## src/axil_macros.svh

```systemverilog
`ifndef AXIL_MACROS_SVH
`define AXIL_MACROS_SVH

// Bus widths
`define AXIL_ADDR_W 32
`define AXIL_DATA_W 32

// Register file size and value after reset
`define AXIL_REG_COUNT 16
`define AXIL_REG_RESET 32'h0000_0000

`endif

```

## src/axil_pkg.sv

```systemverilog
`include "axil_macros.svh"

package axil_pkg;

    typedef logic [`AXIL_ADDR_W-1:0]   axil_addr_t;   // Byte address
    typedef logic [`AXIL_DATA_W-1:0]   axil_data_t;
    typedef logic [`AXIL_DATA_W/8-1:0] axil_strb_t;   // One bit per data byte
    typedef logic [1:0]                axil_resp_t;

    localparam axil_resp_t RESP_OKAY   = 2'b00;
    localparam axil_resp_t RESP_SLVERR = 2'b10;

    // Master write side
    typedef enum logic [1:0] {
        WR_IDLE,
        WR_SEND,    // AW and W presented together
        WR_RESP
    } wr_state_t;

    // Master read side
    typedef enum logic [1:0] {
        RD_IDLE,
        RD_ADDR,
        RD_DATA
    } rd_state_t;

endpackage

```

## src/axil_master.sv

```systemverilog
`timescale 1ns/1ns

module axil_master (
    input  logic                 clk,
    input  logic                 rst_n,
    // User command side
    input  logic                 start_write,
    input  axil_pkg::axil_addr_t write_address,
    input  axil_pkg::axil_data_t write_data,
    input  axil_pkg::axil_strb_t write_strb,
    output logic                 write_done,
    output axil_pkg::axil_resp_t write_resp,
    input  logic                 start_read,
    input  axil_pkg::axil_addr_t read_address,
    output logic                 read_done,
    output axil_pkg::axil_data_t read_data,
    output axil_pkg::axil_resp_t read_resp,
    // AXI4-Lite master side
    output logic                 awvalid,
    input  logic                 awready,
    output axil_pkg::axil_addr_t awaddr,
    output logic                 wvalid,
    input  logic                 wready,
    output axil_pkg::axil_data_t wdata,
    output axil_pkg::axil_strb_t wstrb,
    input  logic                 bvalid,
    output logic                 bready,
    input  axil_pkg::axil_resp_t bresp,
    output logic                 arvalid,
    input  logic                 arready,
    output axil_pkg::axil_addr_t araddr,
    input  logic                 rvalid,
    output logic                 rready,
    input  axil_pkg::axil_data_t rdata,
    input  axil_pkg::axil_resp_t rresp
);
    import axil_pkg::*;

    wr_state_t wr_state;
    wr_state_t wr_next;
    rd_state_t rd_state;
    rd_state_t rd_next;

    logic wr_start;
    logic rd_start;
    logic aw_hs;
    logic w_hs;
    logic b_hs;
    logic ar_hs;
    logic r_hs;

    // Starts only count while the direction is idle
    assign wr_start = (wr_state == WR_IDLE) && start_write;
    assign rd_start = (rd_state == RD_IDLE) && start_read;

    assign aw_hs = awvalid && awready;
    assign w_hs  = wvalid && wready;
    assign b_hs  = bvalid && bready;
    assign ar_hs = arvalid && arready;
    assign r_hs  = rvalid && rready;

    assign bready = (wr_state == WR_RESP);
    assign rready = (rd_state == RD_DATA);

    always_comb begin
        wr_next = wr_state;
        case (wr_state)
            WR_IDLE: begin
                if (wr_start)
                    wr_next = WR_SEND;
            end
            WR_SEND: begin
                // A low valid means that channel already went through
                if ((!awvalid || aw_hs) && (!wvalid || w_hs))
                    wr_next = WR_RESP;
            end
            WR_RESP: begin
                if (b_hs)
                    wr_next = WR_IDLE;
            end
            default: wr_next = WR_IDLE;
        endcase
    end

    always_ff @(posedge clk or negedge rst_n) begin
        if (!rst_n) begin
            wr_state   <= WR_IDLE;
            awvalid    <= 1'b0;
            wvalid     <= 1'b0;
            write_done <= 1'b0;
            write_resp <= RESP_OKAY;
        end else begin
            wr_state   <= wr_next;
            write_done <= b_hs;            // One cycle after B
            if (wr_start) begin
                awvalid <= 1'b1;
                wvalid  <= 1'b1;
            end else begin
                if (aw_hs)
                    awvalid <= 1'b0;
                if (w_hs)
                    wvalid <= 1'b0;
            end
            if (b_hs)
                write_resp <= bresp;
        end
    end

    // Command payload held stable until its handshake
    always_ff @(posedge clk) begin
        if (wr_start) begin
            awaddr <= write_address;
            wdata  <= write_data;
            wstrb  <= write_strb;
        end
        if (rd_start)
            araddr <= read_address;
    end

    always_comb begin
        rd_next = rd_state;
        case (rd_state)
            RD_IDLE: begin
                if (rd_start)
                    rd_next = RD_ADDR;
            end
            RD_ADDR: begin
                if (ar_hs)
                    rd_next = RD_DATA;
            end
            RD_DATA: begin
                if (r_hs)
                    rd_next = RD_IDLE;
            end
            default: rd_next = RD_IDLE;
        endcase
    end

    always_ff @(posedge clk or negedge rst_n) begin
        if (!rst_n) begin
            rd_state  <= RD_IDLE;
            arvalid   <= 1'b0;
            read_done <= 1'b0;
            read_data <= '0;
            read_resp <= RESP_OKAY;
        end else begin
            rd_state  <= rd_next;
            read_done <= r_hs;
            if (rd_start)
                arvalid <= 1'b1;
            else if (ar_hs)
                arvalid <= 1'b0;
            // Result stays until the next read finishes
            if (r_hs) begin
                read_data <= rdata;
                read_resp <= rresp;
            end
        end
    end

endmodule

```

## src/axil_reg_slave.sv

```systemverilog
`timescale 1ns/1ns

`include "axil_macros.svh"

module axil_reg_slave (
    input  logic                 clk,
    input  logic                 rst_n,
    // Write address and data
    input  logic                 awvalid,
    output logic                 awready,
    input  axil_pkg::axil_addr_t awaddr,
    input  logic                 wvalid,
    output logic                 wready,
    input  axil_pkg::axil_data_t wdata,
    input  axil_pkg::axil_strb_t wstrb,
    // Write response
    output logic                 bvalid,
    input  logic                 bready,
    output axil_pkg::axil_resp_t bresp,
    // Read address
    input  logic                 arvalid,
    output logic                 arready,
    input  axil_pkg::axil_addr_t araddr,
    // Read data
    output logic                 rvalid,
    input  logic                 rready,
    output axil_pkg::axil_data_t rdata,
    output axil_pkg::axil_resp_t rresp
);
    import axil_pkg::*;

    axil_data_t regs [`AXIL_REG_COUNT];

    logic       wr_accept;
    logic       rd_accept;
    logic       wr_hs;
    logic       rd_hs;
    logic       wr_in_range;
    logic       rd_in_range;
    logic [3:0] wr_index;
    logic [3:0] rd_index;

    // Word index from bits 5:2, byte offset ignored
    assign wr_index = awaddr[5:2];
    assign rd_index = araddr[5:2];

    // Anything above bit 5 lies outside the register window
    assign wr_in_range = ~|awaddr[`AXIL_ADDR_W-1:6];
    assign rd_in_range = ~|araddr[`AXIL_ADDR_W-1:6];

    // Accept only with no response pending and no ready already up
    assign wr_accept = awvalid && wvalid && !awready && !bvalid;
    assign rd_accept = arvalid && !arready && !rvalid;

    assign wr_hs = awvalid && awready && wvalid && wready;
    assign rd_hs = arvalid && arready;

    always_ff @(posedge clk or negedge rst_n) begin
        if (!rst_n) begin
            awready <= 1'b0;
            wready  <= 1'b0;
            bvalid  <= 1'b0;
            arready <= 1'b0;
            rvalid  <= 1'b0;
        end else begin
            awready <= wr_accept;        // One-cycle pulse
            wready  <= wr_accept;
            arready <= rd_accept;

            if (wr_hs)
                bvalid <= 1'b1;
            else if (bvalid && bready)
                bvalid <= 1'b0;

            if (rd_hs)
                rvalid <= 1'b1;
            else if (rvalid && rready)
                rvalid <= 1'b0;
        end
    end

    // Response payload, captured with the accepted request
    always_ff @(posedge clk) begin
        if (wr_hs)
            bresp <= wr_in_range ? RESP_OKAY : RESP_SLVERR;
        if (rd_hs) begin
            rdata <= rd_in_range ? regs[rd_index] : '0;
            rresp <= rd_in_range ? RESP_OKAY : RESP_SLVERR;
        end
    end

    // Register file with bytewise merge
    always_ff @(posedge clk or negedge rst_n) begin
        if (!rst_n) begin
            for (int i = 0; i < `AXIL_REG_COUNT; i++)
                regs[i] <= `AXIL_REG_RESET;
        end else if (wr_hs && wr_in_range) begin
            for (int b = 0; b < `AXIL_DATA_W/8; b++) begin
                if (wstrb[b])
                    regs[wr_index][b*8 +: 8] <= wdata[b*8 +: 8];
            end
        end
    end

endmodule

```

## src/axil_subsys_top.sv

```systemverilog
`timescale 1ns/1ns

module axil_subsys_top (
    input  logic                 clk,
    input  logic                 rst_n,
    input  logic                 start_write,
    input  axil_pkg::axil_addr_t write_address,
    input  axil_pkg::axil_data_t write_data,
    input  axil_pkg::axil_strb_t write_strb,
    output logic                 write_done,
    output axil_pkg::axil_resp_t write_resp,
    input  logic                 start_read,
    input  axil_pkg::axil_addr_t read_address,
    output logic                 read_done,
    output axil_pkg::axil_data_t read_data,
    output axil_pkg::axil_resp_t read_resp
);
    import axil_pkg::*;

    // AXI4-Lite link between master and slave
    logic       awvalid;
    logic       awready;
    axil_addr_t awaddr;
    logic       wvalid;
    logic       wready;
    axil_data_t wdata;
    axil_strb_t wstrb;
    logic       bvalid;
    logic       bready;
    axil_resp_t bresp;
    logic       arvalid;
    logic       arready;
    axil_addr_t araddr;
    logic       rvalid;
    logic       rready;
    axil_data_t rdata;
    axil_resp_t rresp;

    axil_master u_master (
        .clk           (clk),
        .rst_n         (rst_n),
        .start_write   (start_write),
        .write_address (write_address),
        .write_data    (write_data),
        .write_strb    (write_strb),
        .write_done    (write_done),
        .write_resp    (write_resp),
        .start_read    (start_read),
        .read_address  (read_address),
        .read_done     (read_done),
        .read_data     (read_data),
        .read_resp     (read_resp),
        .awvalid       (awvalid),
        .awready       (awready),
        .awaddr        (awaddr),
        .wvalid        (wvalid),
        .wready        (wready),
        .wdata         (wdata),
        .wstrb         (wstrb),
        .bvalid        (bvalid),
        .bready        (bready),
        .bresp         (bresp),
        .arvalid       (arvalid),
        .arready       (arready),
        .araddr        (araddr),
        .rvalid        (rvalid),
        .rready        (rready),
        .rdata         (rdata),
        .rresp         (rresp)
    );

    axil_reg_slave u_slave (
        .clk     (clk),
        .rst_n   (rst_n),
        .awvalid (awvalid),
        .awready (awready),
        .awaddr  (awaddr),
        .wvalid  (wvalid),
        .wready  (wready),
        .wdata   (wdata),
        .wstrb   (wstrb),
        .bvalid  (bvalid),
        .bready  (bready),
        .bresp   (bresp),
        .arvalid (arvalid),
        .arready (arready),
        .araddr  (araddr),
        .rvalid  (rvalid),
        .rready  (rready),
        .rdata   (rdata),
        .rresp   (rresp)
    );

endmodule

```

## config.mk

```make
export PLATFORM = sky130hd
export DESIGN_NAME = axil_subsys_top
export DESIGN_NICKNAME = d
export VERILOG_FILES = /design/src/axil_pkg.sv /design/src/axil_master.sv /design/src/axil_reg_slave.sv /design/src/axil_subsys_top.sv
export VERILOG_INCLUDE_DIRS = /design/src /design/src/src
export SDC_FILE = /design/constraint.sdc
export NUM_CORES = 1
export LEC_CHECK = 0
export BUFFER_PORTS_ARGS = -buffer_cell sky130_fd_sc_hd__buf_2
export CORE_UTILIZATION = 50
export DETAILED_ROUTE_END_ITERATION = 16
export GPL_ROUTABILITY_DRIVEN = 0
export PLACE_DENSITY_LB_ADDON = 0.08
export SLEW_MARGIN = 20
export SYNTH_ARGS = -nofsm -noshare
export SYNTH_HDL_FRONTEND = slang
export SYNTH_SLANG_ARGS = --single-unit
```

## constraint.sdc

```tcl
create_clock -name clk -period 2.97 [get_ports clk]
set_clock_uncertainty 0.05 [all_clocks]
set_input_delay 0.594 -clock clk [delete_from_list [all_inputs] [get_ports clk]]
set_output_delay 0.594 -clock clk [all_outputs]
set_load 0.01 [all_outputs]
```

### Word-level counts from Yosys, hierarchy flattened

Index checks and enable logic that the tools add are counted.

| word-level totals | value |
|---|---|
| bits in registers | 697 |
| latch bits | 0 |
| bits in writable memories | 0 |
| memory bits (read-only) | 0 |
| input port bits | 104 |
| output and inout port bits | 38 |
| word-level logic and storage cells | 131 |
| memories | 0 |

| cells by class | value |
|---|---|
| add/sub/neg operators | 0 |
| multipliers | 0 |
| divide/modulo/power cells | 0 |
| $lt $le $gt $ge | 3 |
| equal/unequal tests | 10 |
| shifts and indexed selects | 0 |
| mux-type cells | 42 |
| bitwise operators | 2 |
| reduce and logical (&&, ||, !) cells | 37 |

Operators by type and width:

| cell | count |
|---|---|
| $mux 512 | 7 |
| $bwmux 512 | 4 |
| $demux 32 s4 | 4 |
| $bmux 32 s4 | 1 |
| $mux 32 | 3 |
| $reduce_or 26->1 | 2 |
| $mux 24 | 1 |
| $logic_and 1x1->1 | 17 |
| $mux 16 | 1 |
| $mux 2 | 8 |
| $pmux 2 s3 | 2 |
| $ge 5x5->1 const B | 2 |
| $mux 1 | 10 |
| $not 4->5 | 2 |
| $reduce_bool 2->1 | 5 |
| $mux 8 | 1 |
| $ne 2x1->1 const B | 4 |
| $logic_not 1->1 | 7 |
| $reduce_and 3->1 | 2 |
| $lt 5x1->1 const B | 1 |
| $eq 2x1->1 const B | 2 |
| $eq 2x2->1 const B | 2 |
| $logic_not 2->1 | 2 |
| $ne 2x2->1 const B | 2 |
| $logic_or 1x1->1 | 2 |

### Logic depth before layout (Yosys ltp)

| depth | value |
|---|---|
| depth in word-level cells | 16 |
| mapped depth | 6 |
| depth with buffers taken out | 4 |

### By module

From an unflattened synthesis, not the netlist that was laid out.

| unflattened totals | value |
|---|---|
| cells, all modules | 1716 |
| area total of the unflattened synthesis | 30132.6 um2 |

By module, submodules not included:

| module | instances | cells an instance | area each (um2) | sequential area each (um2) |
|---|---|---|---|---|
| axil_reg_slave | 1 | 1507 | 25294.3 | 13933.4 |
| axil_master | 1 | 209 | 4838.4 | 4129.0 |

### Worst setup path after synthesis

Ideal clock, no wire load.

| timing path | value |
|---|---|
| path kind | input port to flip-flop |
| from | input port start_write |
| to | register u_master.awaddr[10] (enable) |
| library setup time | 420 ps |
| arrival | 2229 ps |
| data required time | 2500 ps |
| setup slack | 271 ps |
| stages on the path | 3 |
| path buffers | 0 |
| cells stage by stage | nand2b_1 -> or2_2 -> inv_1 |

| between the ends | value |
|---|---|
| longest elaborated chain between the ends | 1 |

RTL lines:

| element | line | source |
|---|---|---|
| start, declared | axil_subsys_top.sv:6 | `input logic start_write,` |
| $logic_and 1x1->1 | axil_master.sv:53 | `assign wr_start = (wr_state == WR_IDLE) && start_write;` |
| named net u_master.wr_start | axil_master.sv:44 | `logic wr_start;` |
| end signal, assigned | axil_master.sv:112 | `awaddr <= write_address;` |
| end, declared | axil_master.sv:21 | `output axil_pkg::axil_addr_t awaddr,` |

The timed path passes the listed nets, and every way through them passes these cells.
A chain may end at the register's enable or synchronous reset.

### Worst setup path in the final report

| timing path | value |
|---|---|
| from | register u_master.awaddr[28] |
| to | register u_slave.regs[9] in the netlist's numbering |

| between the ends | value |
|---|---|
| longest elaborated chain between the ends | 3 |

RTL lines:

| element | line | source |
|---|---|---|
| $reduce_or 26->1 | axil_reg_slave.sv:48 | `` assign wr_in_range = ~\|awaddr[`AXIL_ADDR_W-1:6]; `` |
| $logic_not 1->1 | axil_reg_slave.sv:48 |  |
| $logic_and 1x1->1 | axil_reg_slave.sv:97 | `end else if (wr_hs && wr_in_range) begin` |
| end signal, assigned by index | axil_reg_slave.sv:96 | `` regs[i] <= `AXIL_REG_RESET; `` |
| end signal, assigned by index | axil_reg_slave.sv:100 | `regs[wr_index][b*8 +: 8] <= wdata[b*8 +: 8];` |
| end, declared | axil_reg_slave.sv:32 | `` axil_data_t regs [`AXIL_REG_COUNT]; `` |

Every way passes these cells.

==> flow_summary.ini <==
[timing]
tightest_slew_ns = 0.8356
max_freq_ghz = 0.3868
period_share = 0.8704
setup-tns-final_ns = 0
relSlewSlack = 0.4413
hold_violations = 0
fin_crit_ns = 2.585
layout_setup_ws_ns = 0.3849
setup_violations = 0
rsz0062_at_grt = no
hold_slack_ns = 0.1035
finalMaxSlewViolations = 0

[pwr]
pwr-share-comb = 0.105
power_density_nw_per_um2 = 656.7
switching_power_mw = 5.902
clkPwrFrac = 0.413
leakage_nw = 16.60
switching_share = 0.2597
pwr-share-seq = 0.482
internal-power_mw = 16.82
vdd_drop_max_mv = 0.6083

[clock_network]
cts_tree = built
cts_inserted_buffers = 75
cts-root-buf = clkbuf_16
insertion_delay_ns = 0.61
clock-sinks = 689
cts_buffer_depth = 3
postCtsSetupRepairBufs = 0
hold_buffers = 1
clk_pin_slew_ns = 0.06
cts.htree.levels = 3
post_cts_resized = 0

[critical_path]
slowest_delay_ns = 0.53
path_buf_inv = 2
required_ns = 3.41
crit_path_max_fanout = 52
reg2regPathDepth = 6
arrival_ns = 3.02
cp-start-kind = flip-flop
crit_type = flip-flop to flip-flop
path_cells = nor4_1 -> nand3_4 -> buf_12 -> nor4_4 -> buf_4 -> mux2_2
slowest_stage = nor4_1
crit_family = simple AND/OR/NAND/NOR gates
path_depth = 6
worstSetupEndpointType = flip-flop

[grt]
grt_max_degree = 92
grt_pass1_wl_um = 107500
gr-total-overflow = 0
track_usage = 0.2374
grt_pass1_vias = 17690
antenna_found_initial = 0

[synth]
syn_area_um2 = 29780
synth_seq_cells = 689
ys_warn_count = 0
ys.flop_type = dfrtp_1
yosysUniqueCellTypes = 30
synth_cells = 1776
synth-edff-count = 130
async_reset_ff_frac = 0.8113
seq_area_frac_synth = 0.6009
syn_area_per_cell_um2 = 16.77

[drt]
via_per_inst = 5.827
wl_per_cell_um = 24.10
num_vias = 16520
ant_nets = 0
drt-total-wl_um = 68320
firstDrtPassIters = 7
drc = 0
drtIter0Drc = 900

[floorplanning]
die_height_um = 246.0
rows = 89
core_um2 = 58910
dieArea_um2 = 60540
start_util = 0.5055
io_pins = 142
die_w_um = 246.0

[cells_and_area]
drive_gt1_frac = 0.5218
diodes = 0
final_common_cell = dfrtp_1
final_net_count = 2105
layout_common_cells = dfrtp_1, mux2_2, buf_2, edfxtp_1, mux4_2
area_growth_syn_to_layout_pct = 16.22

[flow_run]
cap_viol_max_count = 0

[placement]
place_ws_ns = 0.4016
portBuffers = 135
dp_hpwl_um = 42850

[min_path]
hold_path.class = primary input to flip-flop
hold_path_depth = 1

[run_status]
status = complete, no violations
==> area by class of cell <==
cell class                      count  area, um2
Clock buffer                      111       2252
Inverter                            7      27.53
Tap cell                          773      967.2
Clock inverter                     27      260.3
Multi-Input combinational cell    978      11380
Timing Repair Buffer              250       1827
Fill cell                        4557      24300
Sequential cell                   689      17890
==> path summary, 6_finish.rpt <==
| kind | start | end | slack, ns |
|---|---|---|---|
| hold reg to reg | u_slave.rdata[1] | u_master.read_data[1] | 0.39 |
| max in group asynchronous | rst_n | u_slave.regs[78] | 1.43 |
| setup reg to reg | u_master.awaddr[28] | u_slave.regs[9] | 0.38 |
| hold / removal | read_address[28] | u_master.araddr[28] | 0.10 |
| min in group asynchronous | rst_n | u_master.read_resp[1] | 0.49 |
| setup / recovery | u_master.awaddr[28] | u_slave.regs[9] | 0.38 |
==> state kept, by name, summed over array words and instances (netlist names), 2 cells and up <==
register	flops
u_slave.regs	512
u_master.read_data	32
u_master.wdata	32
u_slave.rdata	32
u_master.araddr	30
u_master.awaddr	30
u_master.wstrb	4
u_master.rd_state	2
u_master.wr_state	2
==> worst register-to-register path: cells and delay by family (launching register included) <==
kind	cells	cell delay (ns)
buf+inv	2	0.57
flops	1	0.36
mux	1	0.37
simple gates	3	1.13
==> power groups by stage <==
stage	sequential, mW	combinational (mW)	clock [mW]
4_1_cts	11.0	2.46	9.62
3_3_place_gp	11.1	2.41	0
2_1_floorplan	10.9	1.41	0
3_5_place_dp	11.1	2.45	0
6_report	11.0	2.39	9.38
5_1_grt	11.0	2.62	10.0
==> cell families (layout without fill, tap and decap cells) <==
group | after synthesis | after routing | synth area share
other cells | 1 | 2 | 0.0001259
flops | 689 | 689 | 0.6009
mux | 641 | 641 | 0.2908
compound gates | 72 | 72 | 0.01496
simple gates | 263 | 263 | 0.07576
buf+inv | 110 | 395 | 0.01748
==> through the flow <==
step	utilization	total power, mW	area [um2]	instances
floorplan	-	12.28	29780	1777
global placement	0.5447	13.48	32080	2696
detailed placement	0.5447	13.57	32080	2696
CTS	0.5875	23.03	34610	2835
global route	0.5875	23.67	34610	2835
finish	0.5875	22.73	34610	2835
==> Yosys cell counts, types with 2 or more instances <==
| cell | count | area share |
|---|---|---|
| clkbuf_1 | 65 | 0.0082 |
| buf_1 | 5 | 0.00063 |
| buf_2 | 14 | 0.0024 |
| inv_1 | 6 | 0.00076 |
| buf_4 | 14 | 0.0035 |
| nand3_1 | 7 | 0.0012 |
| dfrtp_1 | 559 | 0.47 |
| nand2b_1 | 8 | 0.0017 |
| nand2_2 | 4 | 0.00084 |
| mux4_2 | 128 | 0.097 |
| nand2_1 | 115 | 0.014 |
| a21oi_1 | 2 | 0.00034 |
| mux2_2 | 513 | 0.19 |
| nor4_1 | 12 | 0.0025 |
| o21ai_0 | 3 | 0.00050 |
| o22ai_1 | 66 | 0.014 |
| nand4_1 | 3 | 0.00063 |
| or2_2 | 3 | 0.00063 |
| nor4_4 | 64 | 0.046 |
| nor3_1 | 33 | 0.0055 |
| buf_6 | 5 | 0.0019 |
| edfxtp_1 | 130 | 0.13 |
| and3_1 | 2 | 0.00042 |
| nor2_1 | 6 | 0.00076 |
| nor2b_1 | 4 | 0.00084 |
==> per-layer routing <==
layer,vias to the layer above,routed length (um),GRT usage
li1,7217,-,-
met1,8867,30440,0.3318
met2,309,33470,0.3803
met3,126,2509,0.03932
met4,0,1897,0.07600
met5,-,0,0
(Power assumes the default switching activity.)
